### config.mk
export PLATFORM = sky130hd
export DESIGN_NAME = core_top
export DESIGN_NICKNAME = d
export VERILOG_FILES = /design/src/core_pkg.sv /design/src/fetch_stage.sv /design/src/decode_stage.sv /design/src/exe_stage.sv /design/src/wb_stage.sv /design/src/core_top.sv
export SDC_FILE = /design/constraint.sdc
export NUM_CORES = 2
export LEC_CHECK = 0
export BUFFER_PORTS_ARGS = -buffer_cell sky130_fd_sc_hd__buf_2
export CORE_MARGIN = 5
export CORE_UTILIZATION = 45
export DETAILED_ROUTE_END_ITERATION = 8
export GPL_TIMING_DRIVEN = 0
export PLACE_DENSITY = 0.69
export SYNTH_ARGS = -nofsm -noshare
export SYNTH_HDL_FRONTEND = slang
export SYNTH_SLANG_ARGS = --single-unit
export TNS_END_PERCENT = 50
### constraint.sdc
create_clock -name aclk -period 11.2 [get_ports aclk]
set_input_delay 1.12 -clock aclk [delete_from_list [all_inputs] [get_ports aclk]]
set_output_delay 1.12 -clock aclk [all_outputs]
set_load 0.02 [all_outputs]
### src/core_pkg.sv
package core_pkg;

    // basic widths
    typedef logic [31:0] word_t;
    typedef logic [4:0]  reg_addr_t;
    typedef logic [3:0]  rf_wen_t;

    // one entry per supported operation
    typedef enum logic [3:0] {
        ALU_ADD,
        ALU_SUB,
        ALU_AND,
        ALU_OR,
        ALU_XOR,
        ALU_NOR,
        ALU_SLT,
        ALU_SLTU,
        ALU_SLL,
        ALU_SRL,
        ALU_SRA,
        ALU_LUI
    } alu_op_t;

    // primary opcodes, inst[31:26]
    localparam logic [5:0] OPC_SPECIAL = 6'h00;
    localparam logic [5:0] OPC_ADDIU   = 6'h09;
    localparam logic [5:0] OPC_ANDI    = 6'h0c;
    localparam logic [5:0] OPC_ORI     = 6'h0d;
    localparam logic [5:0] OPC_XORI    = 6'h0e;
    localparam logic [5:0] OPC_LUI     = 6'h0f;

    // funct codes under SPECIAL, inst[5:0]
    localparam logic [5:0] FN_SLL  = 6'h00;
    localparam logic [5:0] FN_SRL  = 6'h02;
    localparam logic [5:0] FN_SRA  = 6'h03;
    localparam logic [5:0] FN_ADDU = 6'h21;
    localparam logic [5:0] FN_SUBU = 6'h23;
    localparam logic [5:0] FN_AND  = 6'h24;
    localparam logic [5:0] FN_OR   = 6'h25;
    localparam logic [5:0] FN_XOR  = 6'h26;
    localparam logic [5:0] FN_NOR  = 6'h27;
    localparam logic [5:0] FN_SLT  = 6'h2a;
    localparam logic [5:0] FN_SLTU = 6'h2b;

    // boot vector of the kseg1 rom
    localparam word_t DEFAULT_RESET_PC = 32'hbfc0_0000;

    // full-word write on the trace port
    localparam rf_wen_t RF_WEN_ALL = 4'hf;

endpackage

### src/fetch_stage.sv
`timescale 1ns/1ps

module fetch_stage #(
    parameter core_pkg::word_t RESET_PC = core_pkg::DEFAULT_RESET_PC
) (
    input  logic            aclk,
    input  logic            rst,
    input  logic            inst_valid,
    input  core_pkg::word_t inst,
    output logic            fs_valid,
    output core_pkg::word_t fs_pc,
    output core_pkg::word_t fs_inst
);

    // pc handed to the next accepted instruction
    core_pkg::word_t next_pc;

    always_ff @(posedge aclk) begin
        if (rst) begin
            next_pc  <= RESET_PC;
            fs_valid <= 1'b0;
        end else begin
            fs_valid <= inst_valid;
            if (inst_valid) begin
                next_pc <= next_pc + 32'd4;
            end
        end
    end

    // fetch register, loaded only on a strobe
    always_ff @(posedge aclk) begin
        if (inst_valid) begin
            fs_pc   <= next_pc;
            fs_inst <= inst;
        end
    end

    // pc stays word aligned for any aligned RESET_PC
    pc_aligned_a: assert property (@(posedge aclk) disable iff (rst)
        fs_valid |-> fs_pc[1:0] == 2'b00);

endmodule

### src/decode_stage.sv
`timescale 1ns/1ps

module decode_stage (
    input  logic                aclk,
    input  logic                rst,
    input  logic                fs_valid,
    input  core_pkg::word_t     fs_pc,
    input  core_pkg::word_t     fs_inst,
    input  logic                es_fwd_wen,
    input  core_pkg::word_t     es_result,
    input  logic                rf_we,
    input  core_pkg::reg_addr_t rf_waddr,
    input  core_pkg::word_t     rf_wdata,
    output logic                es_valid,
    output core_pkg::word_t     es_pc,
    output core_pkg::alu_op_t   es_op,
    output core_pkg::word_t     es_src_a,
    output core_pkg::word_t     es_src_b,
    output logic [4:0]          es_shamt,
    output core_pkg::reg_addr_t es_dest,
    output logic                es_wen
);

    // instruction fields
    logic [5:0]          opcode;
    logic [5:0]          funct;
    core_pkg::reg_addr_t rs;
    core_pkg::reg_addr_t rt;
    core_pkg::reg_addr_t rd;
    logic [4:0]          shamt;
    logic [15:0]         imm;

    // decoded controls
    core_pkg::alu_op_t   ds_op;
    logic                ds_known;
    logic                ds_is_imm;
    logic                ds_sign_ext;
    core_pkg::reg_addr_t ds_dest_raw;
    core_pkg::reg_addr_t ds_dest;
    logic                ds_wen;
    core_pkg::word_t     ds_imm_ext;
    core_pkg::word_t     ds_rs_val;
    core_pkg::word_t     ds_rt_val;
    core_pkg::word_t     ds_src_b;

    core_pkg::word_t     rf [32];

    assign opcode = fs_inst[31:26];
    assign rs     = fs_inst[25:21];
    assign rt     = fs_inst[20:16];
    assign rd     = fs_inst[15:11];
    assign shamt  = fs_inst[10:6];
    assign funct  = fs_inst[5:0];
    assign imm    = fs_inst[15:0];

    always_comb begin
        ds_op       = core_pkg::ALU_ADD;
        ds_known    = 1'b1;
        ds_is_imm   = 1'b0;
        ds_sign_ext = 1'b0;
        case (opcode)
            core_pkg::OPC_SPECIAL: begin
                case (funct)
                    core_pkg::FN_ADDU: ds_op = core_pkg::ALU_ADD;
                    core_pkg::FN_SUBU: ds_op = core_pkg::ALU_SUB;
                    core_pkg::FN_AND:  ds_op = core_pkg::ALU_AND;
                    core_pkg::FN_OR:   ds_op = core_pkg::ALU_OR;
                    core_pkg::FN_XOR:  ds_op = core_pkg::ALU_XOR;
                    core_pkg::FN_NOR:  ds_op = core_pkg::ALU_NOR;
                    core_pkg::FN_SLT:  ds_op = core_pkg::ALU_SLT;
                    core_pkg::FN_SLTU: ds_op = core_pkg::ALU_SLTU;
                    core_pkg::FN_SLL:  ds_op = core_pkg::ALU_SLL;
                    core_pkg::FN_SRL:  ds_op = core_pkg::ALU_SRL;
                    core_pkg::FN_SRA:  ds_op = core_pkg::ALU_SRA;
                    default:           ds_known = 1'b0;
                endcase
            end
            core_pkg::OPC_ADDIU: begin
                ds_is_imm   = 1'b1;
                ds_sign_ext = 1'b1;
            end
            core_pkg::OPC_ANDI: begin
                ds_op     = core_pkg::ALU_AND;
                ds_is_imm = 1'b1;
            end
            core_pkg::OPC_ORI: begin
                ds_op     = core_pkg::ALU_OR;
                ds_is_imm = 1'b1;
            end
            core_pkg::OPC_XORI: begin
                ds_op     = core_pkg::ALU_XOR;
                ds_is_imm = 1'b1;
            end
            core_pkg::OPC_LUI: begin
                ds_op     = core_pkg::ALU_LUI;
                ds_is_imm = 1'b1;
            end
            default: ds_known = 1'b0;
        endcase
    end

    // rt is the target of immediates, rd of register forms
    assign ds_dest_raw = ds_is_imm ? rt : rd;
    assign ds_wen      = ds_known && (ds_dest_raw != '0);
    assign ds_dest     = ds_wen ? ds_dest_raw : '0;

    assign ds_imm_ext = ds_sign_ext ? {{16{imm[15]}}, imm} : {16'h0000, imm};

    // youngest value of a source, exe first, then writeback, then the file
    always_comb begin
        if (rs == '0) begin
            ds_rs_val = '0;
        end else if (es_fwd_wen && es_dest == rs) begin
            ds_rs_val = es_result;
        end else if (rf_we && rf_waddr == rs) begin
            ds_rs_val = rf_wdata;
        end else begin
            ds_rs_val = rf[rs];
        end
    end

    always_comb begin
        if (rt == '0) begin
            ds_rt_val = '0;
        end else if (es_fwd_wen && es_dest == rt) begin
            ds_rt_val = es_result;
        end else if (rf_we && rf_waddr == rt) begin
            ds_rt_val = rf_wdata;
        end else begin
            ds_rt_val = rf[rt];
        end
    end

    assign ds_src_b = ds_is_imm ? ds_imm_ext : ds_rt_val;

    // register file, entry 0 is never written
    always_ff @(posedge aclk) begin
        if (rst) begin
            for (int i = 0; i < 32; i++) begin
                rf[i] <= '0;
            end
        end else if (rf_we && rf_waddr != '0) begin
            rf[rf_waddr] <= rf_wdata;
        end
    end

    always_ff @(posedge aclk) begin
        if (rst) begin
            es_valid <= 1'b0;
        end else begin
            es_valid <= fs_valid;
        end
    end

    // execute payload
    always_ff @(posedge aclk) begin
        if (fs_valid) begin
            es_pc    <= fs_pc;
            es_op    <= ds_op;
            es_src_a <= ds_rs_val;
            es_src_b <= ds_src_b;
            es_shamt <= shamt;
            es_dest  <= ds_dest;
            es_wen   <= ds_wen;
        end
    end

    // a write to r0 never leaves decode
    no_r0_write_a: assert property (@(posedge aclk) disable iff (rst)
        es_valid && es_wen |-> es_dest != '0);

endmodule

### src/exe_stage.sv
`timescale 1ns/1ps

module exe_stage (
    input  logic                es_valid,
    input  core_pkg::word_t     es_pc,
    input  core_pkg::alu_op_t   es_op,
    input  core_pkg::word_t     es_src_a,
    input  core_pkg::word_t     es_src_b,
    input  logic [4:0]          es_shamt,
    input  core_pkg::reg_addr_t es_dest,
    input  logic                es_wen,
    output logic                es_fwd_wen,
    output core_pkg::word_t     es_result,
    output logic                ws_in_valid,
    output core_pkg::word_t     ws_in_pc,
    output core_pkg::reg_addr_t ws_in_dest,
    output logic                ws_in_wen,
    output core_pkg::word_t     ws_in_result
);

    core_pkg::word_t sum;
    core_pkg::word_t diff;
    logic            lt_signed;
    logic            lt_unsigned;

    // shared adder and compare terms
    assign sum         = es_src_a + es_src_b;
    assign diff        = es_src_a - es_src_b;
    assign lt_signed   = $signed(es_src_a) < $signed(es_src_b);
    assign lt_unsigned = es_src_a < es_src_b;

    always_comb begin
        case (es_op)
            core_pkg::ALU_ADD: begin
                es_result = sum;
            end
            core_pkg::ALU_SUB: begin
                es_result = diff;
            end
            core_pkg::ALU_AND: begin
                es_result = es_src_a & es_src_b;
            end
            core_pkg::ALU_OR: begin
                es_result = es_src_a | es_src_b;
            end
            core_pkg::ALU_XOR: begin
                es_result = es_src_a ^ es_src_b;
            end
            core_pkg::ALU_NOR: begin
                es_result = ~(es_src_a | es_src_b);
            end
            core_pkg::ALU_SLT: begin
                es_result = {31'b0, lt_signed};
            end
            core_pkg::ALU_SLTU: begin
                es_result = {31'b0, lt_unsigned};
            end
            // shifts act on rt, amount from the shamt field
            core_pkg::ALU_SLL: begin
                es_result = es_src_b << es_shamt;
            end
            core_pkg::ALU_SRL: begin
                es_result = es_src_b >> es_shamt;
            end
            core_pkg::ALU_SRA: begin
                es_result = $signed(es_src_b) >>> es_shamt;
            end
            core_pkg::ALU_LUI: begin
                es_result = {es_src_b[15:0], 16'h0000};
            end
            default: begin
                es_result = '0;
            end
        endcase
    end

    // forward only a live write
    assign es_fwd_wen = es_valid & es_wen;

    assign ws_in_valid  = es_valid;
    assign ws_in_pc     = es_pc;
    assign ws_in_dest   = es_dest;
    assign ws_in_wen    = es_wen;
    assign ws_in_result = es_result;

endmodule

### src/wb_stage.sv
`timescale 1ns/1ps

module wb_stage (
    input  logic                aclk,
    input  logic                rst,
    input  logic                ws_in_valid,
    input  core_pkg::word_t     ws_in_pc,
    input  core_pkg::reg_addr_t ws_in_dest,
    input  logic                ws_in_wen,
    input  core_pkg::word_t     ws_in_result,
    output logic                rf_we,
    output core_pkg::reg_addr_t rf_waddr,
    output core_pkg::word_t     rf_wdata,
    output core_pkg::word_t     debug_wb_pc,
    output core_pkg::rf_wen_t   debug_wb_rf_wen,
    output core_pkg::reg_addr_t debug_wb_rf_wnum,
    output core_pkg::word_t     debug_wb_rf_wdata
);

    logic                ws_valid;
    logic                ws_wen;
    core_pkg::word_t     ws_pc;
    core_pkg::reg_addr_t ws_dest;
    core_pkg::word_t     ws_result;

    always_ff @(posedge aclk) begin
        if (rst) begin
            ws_valid <= 1'b0;
        end else begin
            ws_valid <= ws_in_valid;
        end
    end

    // pc holds between retirements so the trace shows the last one
    always_ff @(posedge aclk) begin
        if (ws_in_valid) begin
            ws_pc     <= ws_in_pc;
            ws_dest   <= ws_in_dest;
            ws_wen    <= ws_in_wen;
            ws_result <= ws_in_result;
        end
    end

    assign rf_we    = ws_valid & ws_wen;
    assign rf_waddr = ws_dest;
    assign rf_wdata = ws_result;

    assign debug_wb_pc       = ws_pc;
    assign debug_wb_rf_wen   = rf_we ? core_pkg::RF_WEN_ALL : '0;
    assign debug_wb_rf_wnum  = ws_dest;
    assign debug_wb_rf_wdata = ws_result;

    // a trace write needs an instruction handed over from exe one cycle earlier
    trace_wen_a: assert property (@(posedge aclk) disable iff (rst)
        debug_wb_rf_wen != '0 |-> $past(ws_in_valid));

endmodule

### src/core_top.sv
`timescale 1ns/1ps

module core_top #(
    parameter core_pkg::word_t RESET_PC = core_pkg::DEFAULT_RESET_PC
) (
    input  logic                aclk,
    input  logic                rst,
    input  logic                inst_valid,
    input  core_pkg::word_t     inst,
    output core_pkg::word_t     debug_wb_pc,
    output core_pkg::rf_wen_t   debug_wb_rf_wen,
    output core_pkg::reg_addr_t debug_wb_rf_wnum,
    output core_pkg::word_t     debug_wb_rf_wdata
);

    // fetch to decode
    logic                fs_valid;
    core_pkg::word_t     fs_pc;
    core_pkg::word_t     fs_inst;

    // decode to execute
    logic                es_valid;
    core_pkg::word_t     es_pc;
    core_pkg::alu_op_t   es_op;
    core_pkg::word_t     es_src_a;
    core_pkg::word_t     es_src_b;
    logic [4:0]          es_shamt;
    core_pkg::reg_addr_t es_dest;
    logic                es_wen;

    // exe forwarding back into decode
    logic                es_fwd_wen;
    core_pkg::word_t     es_result;

    // execute to writeback
    logic                ws_in_valid;
    core_pkg::word_t     ws_in_pc;
    core_pkg::reg_addr_t ws_in_dest;
    logic                ws_in_wen;
    core_pkg::word_t     ws_in_result;

    // register file write, also the wb forwarding source
    logic                rf_we;
    core_pkg::reg_addr_t rf_waddr;
    core_pkg::word_t     rf_wdata;

    fetch_stage #(
        .RESET_PC (RESET_PC)
    ) fetch_i (
        .aclk       (aclk),
        .rst        (rst),
        .inst_valid (inst_valid),
        .inst       (inst),
        .fs_valid   (fs_valid),
        .fs_pc      (fs_pc),
        .fs_inst    (fs_inst)
    );

    decode_stage decode_i (
        .aclk       (aclk),
        .rst        (rst),
        .fs_valid   (fs_valid),
        .fs_pc      (fs_pc),
        .fs_inst    (fs_inst),
        .es_fwd_wen (es_fwd_wen),
        .es_result  (es_result),
        .rf_we      (rf_we),
        .rf_waddr   (rf_waddr),
        .rf_wdata   (rf_wdata),
        .es_valid   (es_valid),
        .es_pc      (es_pc),
        .es_op      (es_op),
        .es_src_a   (es_src_a),
        .es_src_b   (es_src_b),
        .es_shamt   (es_shamt),
        .es_dest    (es_dest),
        .es_wen     (es_wen)
    );

    exe_stage exe_i (
        .es_valid     (es_valid),
        .es_pc        (es_pc),
        .es_op        (es_op),
        .es_src_a     (es_src_a),
        .es_src_b     (es_src_b),
        .es_shamt     (es_shamt),
        .es_dest      (es_dest),
        .es_wen       (es_wen),
        .es_fwd_wen   (es_fwd_wen),
        .es_result    (es_result),
        .ws_in_valid  (ws_in_valid),
        .ws_in_pc     (ws_in_pc),
        .ws_in_dest   (ws_in_dest),
        .ws_in_wen    (ws_in_wen),
        .ws_in_result (ws_in_result)
    );

    wb_stage wb_i (
        .aclk              (aclk),
        .rst               (rst),
        .ws_in_valid       (ws_in_valid),
        .ws_in_pc          (ws_in_pc),
        .ws_in_dest        (ws_in_dest),
        .ws_in_wen         (ws_in_wen),
        .ws_in_result      (ws_in_result),
        .rf_we             (rf_we),
        .rf_waddr          (rf_waddr),
        .rf_wdata          (rf_wdata),
        .debug_wb_pc       (debug_wb_pc),
        .debug_wb_rf_wen   (debug_wb_rf_wen),
        .debug_wb_rf_wnum  (debug_wb_rf_wnum),
        .debug_wb_rf_wdata (debug_wb_rf_wdata)
    );

endmodule

# == Word level (Yosys, flattened, before mapping) ==
# Memories as Yosys holds them, arrays and structs flattened. A register that Yosys moved wholly into a read port is not among the register bits.
# Index checks and enable logic that the tools add are counted.
# Widths: inputs -> output; s select.
# totals
ff_bits,280
ram_bits,1024
inputBits,35
output_inout_bits,73
elab_cells,104
mem_count,1
# memory_table
name,depth,word_bits,rd,rd_clocked_by_memory_dff,write_ports,line_no,source
decode_i.rf,32,32,2,2,32,decode_stage.sv:46,core_pkg::word_t rf [32];
# op_classes
add_sub_neg,3
order_cmp,2
eq_ne,30
n_shift,3
n_mux,26
bitwise_logic,6
n_reduce_logical,16
# ops
cell,count
$pmux 32 s12,1
$mux 32,8
$lt 32x32->1,2
$eq 6x6->1 const B,8
$pmux 4 s10,1
$add 32x3->32 const B,1
$add 32x32->32,1
$and 32x32->32,1
$not 32->32,1
$or 32x32->32,1
$reduce_or 32->1,1
$shl 32x5->32,1
$shr 32x5->32,1
$sshr 32x5->32,1
$sub 32x32->32,1
$xor 32x32->32,1
$eq 6x4->1 const B,5
$eq 5x5->1,4
$mux 5,4
$pmux 4 s5,1
$eq 4x3->1 const B,4
$eq 4x4->1 const B,4
$eq 6x2->1 const B,2
$logic_not 6->1,2
other kinds (12),29

# == Depth between registers and ports, before layout ==
# logic_depth
word_depth,7
depth_mapped,13
depth_no_buf,12

# == By module ==
# Synthesis repeated with hierarchy kept, for this count alone.
# hier_totals
cells_unflattened,6067
hier_area_um2,74966.9
# by_module_without_submodules
module,n_inst,cells_each,area_per_inst_um2,seq_area_each_um2
decode_stage,1,4259,59512.1,34102.7
exe_stage,1,1464,9686.8,0.0
fetch_stage,1,230,3318.2,2482.4
wb_stage,1,114,2449.8,2122.0

# == Worst setup path after synthesis ==
# OpenSTA, ideal clock, no wires.
# synth_path
path_type,reg-to-reg
startpoint,register decode_i.es_src_b[11]
endpoint,"register decode_i.es_src_a[29], data pin"
setup_time_ps,261
t_arrival_ps,3384
required_time_ps,10939
setup_slack_ps,7555
path_stages_with_launch,14
path_buffers,2
synth_period_minus_slack_ps,3645
path_cell_list,edfxtp_1 clkbuf_1 inv_1 ha_1 buf_6 or4_4 nand3b_4 a211oi_4 nor4_4 o41ai_4 mux2_2 o211a_1 or3_4 o2bb2ai_2
# synth_between
elab_chain_len,3
word_cells_on_any_way,7
classes_between,2 x add/sub; 3 x shift; 2 x mux
# synth_lines
element,line_no,source
start: declaration,decode_stage.sv:18,"output core_pkg::word_t es_src_b,"
start signal: assignment,decode_stage.sv:161,es_src_b <= ds_src_b;
"$sub 32x32->32, or another cell as far along",exe_stage.sv:28,assign diff = es_src_a - es_src_b;
$pmux 32 s12 *,exe_stage.sv:33,case (es_op)
net decode_i.es_result[29],decode_stage.sv:10,"input core_pkg::word_t es_result,"
$mux 32 *,decode_stage.sv:113,end else if (es_fwd_wen && es_dest == rs) begin
end signal: assignment,decode_stage.sv:160,es_src_a <= ds_rs_val;
end: declaration,decode_stage.sv:17,"output core_pkg::word_t es_src_a,"
# Mark *: on every way through the listed nets, which the timed path passes. The rest lies on a longest branch.
# A chain may end at the register's enable or synchronous reset.

# == Final worst setup path ==
# layout_path
startpoint,register decode_i.es_src_b[14]
endpoint,"register decode_i.es_src_a[26], data pin"
# layout_between
elab_chain_len,3
word_cells_on_any_way,7
classes_between,2 x add/sub; 3 x shift; 2 x mux
# layout_lines
element,line_no
"$sub 32x32->32, or another cell as far along",exe_stage.sv:28
$pmux 32 s12 *,exe_stage.sv:33
$mux 32 *,decode_stage.sv:113
# Mark *: on every way between the ends. The rest lies on a longest branch, timed or not.

==> impl_metrics.yaml <==
drt:
  vias: 53700
  routedWlPerCell_um: 37.9
  drt_iter0_markers: 8580
  firstDrtPassIters: 7
  drc_errors: 0
  via_per_inst: 6.78
  ant_nets: 0
  wl_mm: 300
pwr:
  leakage_nw: 29.5
  powerDensity_nw_per_um2: 156
  ir_drop_uv: 176
  power_switching_mw: 3.83
  switching_share: 0.296
  pwr-share-seq: 0.444
  clock_power_share: 0.369
  power.internal_mw: 9.12
  pwr-share-comb: 0.187
sta:
  finalCriticalPeriod_ns: 5.47
  fmax_mhz: 183
  slew_violations: 56
  finalHoldViolCount: 0
  tightest_slew_ns: 1.59
  clock_skew_ns: 0.0831
  relSlewSlack: -0.0633
  rsz0062_at_grt: "false"
  final.setup.tns_ns: 0
  hold_ws_ns: 0.411
  fin_crit_sh: 0.489
  finalSetupViolCount: 0
  setup_slack_ns: 5.73
worst_setup_path:
  r2r_end: "decode_i.es_src_a[26]$_SDFFCE_PN0P_"
  rr_worst_depth: 12
  path_cells: "inv_1 > ha_1 > clkbuf_1 > o2111ai_1 > nand3_1 > nand4_1 > o21bai_1 > a21oi_1 > nor3_1 > mux2i_1 > nor4b_1 > o22ai_1"
  setup.worst_path.class: "reg -> reg"
  crit_end: "decode_i.es_src_a[26]$_SDFFCE_PN0P_"
  cpMaxStageDelayCell: "edfxtp_1"
  critPathLaunch: "decode_i.es_src_b[14]$_DFFE_PP_"
  critPathLaunchType: "flip-flop"
  cp_slowest_stage_delay_ns: 1.07
  path_depth: 12
  rrSetupSlack_ns: 5.73
  end_kind: "flip-flop"
  r2r-start: "decode_i.es_src_b[14]$_DFFE_PP_"
  cp_max_fo: 11
  worstPathArrival_ns: 5.90
  critPathTopFamily: "simple AND/OR/NAND/NOR gates"
  worstPathRequired_ns: 11.63
  path_buf_inv: 2
yosys:
  synth_seq_cells: 1306
  syn_area_per_cell_sq_um: 14.0
  netlist_instances: 5317
  yosysWarningCount: 0
  synth_edf_count: 1263
  async_flop_share: 0
  seq_area_frac_synth: 0.521
  synth_flop_cell: "edfxtp_1"
  synth_area_sq_um: 74500
  ys_types: 93
placement:
  placed_cell_area_sq_um: 78000
  dp_hpwl_mm: 214
  pre_cts_slack_ns: 5.97
  routabilityCongestion: 1.01
  port_buffers: 105
grt:
  grt_usage: 0.338
  grt_pass1_wl_mm: 410
  grt_max_degree: 71
  grt_pass1_vias: 53000
  antenna_found_initial: 20
  grt-ovfl-total: 0
clocking:
  cts-resized-gates: 0
  clk_latency_ns: 0.82
  cts_hold_buf: 0
  root_buffer: "clkbuf_16"
  cts_buffers: 142
  post_cts_buffers: 0
  cts_tree: "yes"
  numClockSinks: 1306
  h-tree-depth: 4
  clockBufferDepth: 3
  clk_pin_slew_worst_paths_ns: 0.08
outcome:
  violations: "max-capacitance violations, max-slew violations"
  status: "complete, but fails checks"
final_layout:
  design_area_sq_um: 82700
  fin_nets: 5749
  fill_cells: 14100
  syn_to_final_growth_pct: 11.1
  post-route-util: 0.502
  drive_gt1_frac: 0.210
  final_common_cell: "edfxtp_1"
  layout_common_cells: "1263 x edfxtp_1, 1007 x and2_1, 700 x mux4_2"
floorplan:
  start_util: 0.452
  die_width_um: 417
  core_sq_um: 165000
  row_count: 149
  die-area_sq_um: 174000
  fp.dieH_um: 417
  pin_count: 108
hold_path:
  hold_path.class: "reg -> reg"
run:
  drv_cap: 5
-- cells in the mapped netlist (all sizes together) (13+ instances only) --
library cell  count  area, sq um
a211oi           32          253
a21o             15          113
a21oi           143          716
a221oi           13          114
a22oi            26          195
a31oi            22          138
and2           1007         6300
and3             15         93.8
buf             126          617
clkbuf          394         1480
dfxtp            43          861
edfxtp         1263        37900
ha              104         1300
inv             122          458
mux2             34          383
mux2i           104         1040
mux4            700        15800
nand2           207          777
nand2b           22          138
nand3            36          180
nand4            22          138
nor2            200          753
nor2b            25          156
nor3             31          155
nor4             22          153
o2111ai          13          114
o211ai           21          158
o21ai           186          931
o221ai           23          201
o22ai            48          300
o31ai            15          113
or2              41          257
xnor2            18          158
xor2             38          333
-- logic make-up (layout without fill, tap and decap cells) --
family	after synthesis	in the layout	synth area share
DFF	1306	1306	0.521
xor gates and xnor gates	56	56	0.00659
muxes	838	838	0.231
adders and majority gates	106	106	0.0180
and+or+nand+nor	1681	1681	0.128
buffers and inverters	645	1015	0.0345
AOI/OAI and AO/OA	684	684	0.0607
other	1	42	0.0000504
-- layout make-up --
type	instances	area, sq um	share of cell area
Antenna cell	8	20.0	0.000242
Buffer	520	2140	0.0259
Clock buffer	180	3780	0.0457
Clock inverter	76	877	0.0106
Inverter	125	469	0.00567
Multi-Input combinational cell	3399	33200	0.402
Sequential cell	1306	38800	0.469
Tap cell	2189	2740	0.0331
Timing Repair Buffer	114	668	0.00808
-- metrics by stage --
stage	total power, mW	std cells
after detailed placement	8.15	7649
final	12.9	7917
after global routing	13.2	7909
after floorplan	7.19	5350
after CTS	12.8	7905
after global placement	8.13	7644
-- worst min-delay path by stage --
stage / end / slack [ns] / cells after the start / start
floorplan: decode_i.es_pc[10]$_DFFE_PP_ / 0.40 / 0 / fetch_i.fs_pc[10]$_DFFE_PP_
global placement: decode_i.es_pc[21]$_DFFE_PP_ / 0.40 / 0 / fetch_i.fs_pc[21]$_DFFE_PP_
detailed placement: decode_i.es_pc[7]$_DFFE_PP_ / 0.40 / 0 / fetch_i.fs_pc[7]$_DFFE_PP_
CTS: wb_i.debug_wb_pc[31]$_DFFE_PP_ / 0.40 / 0 / decode_i.es_pc[31]$_DFFE_PP_
global route: wb_i.debug_wb_pc[31]$_DFFE_PP_ / 0.40 / 0 / decode_i.es_pc[31]$_DFFE_PP_
finish: wb_i.debug_wb_pc[31]$_DFFE_PP_ / 0.41 / 0 / decode_i.es_pc[31]$_DFFE_PP_
-- power by group through the flow --
stage | combinational, mW | clock [mW] | sequential, mW
2_1_floorplan | 1.44 | 0 | 5.75
3_3_place_gp | 2.30 | 0 | 5.83
3_5_place_dp | 2.32 | 0 | 5.83
4_1_cts | 2.33 | 4.75 | 5.73
5_1_grt | 2.48 | 4.97 | 5.75
6_report | 2.43 | 4.78 | 5.74
-- flip-flops by register name (all words and copies together), names as in the netlist, named ones only --
register                flops
decode_i.rf              1024
decode_i.es_src_a          32
decode_i.es_src_b          32
fetch_i.fs_inst            32
wb_i.debug_wb_rf_wdata     32
decode_i.es_pc             30
fetch_i.fs_pc              30
fetch_i.next_pc            30
wb_i.debug_wb_pc           30
decode_i.es_dest            5
decode_i.es_shamt           5
wb_i.debug_wb_rf_wnum       5
decode_i.es_op              4
decode_i.es_valid           1
decode_i.es_wen             1
fetch_i.fs_valid            1
wb_i.ws_valid               1
wb_i.ws_wen                 1
-- routing by layer --
layer / GRT usage / share of wire
met5: 0.00472 / 0.00028
met3: 0.117 / 0.14
met1: 0.405 / 0.33
met4: 0.223 / 0.081
met2: 0.521 / 0.45
(Power assumes the default switching activity.)
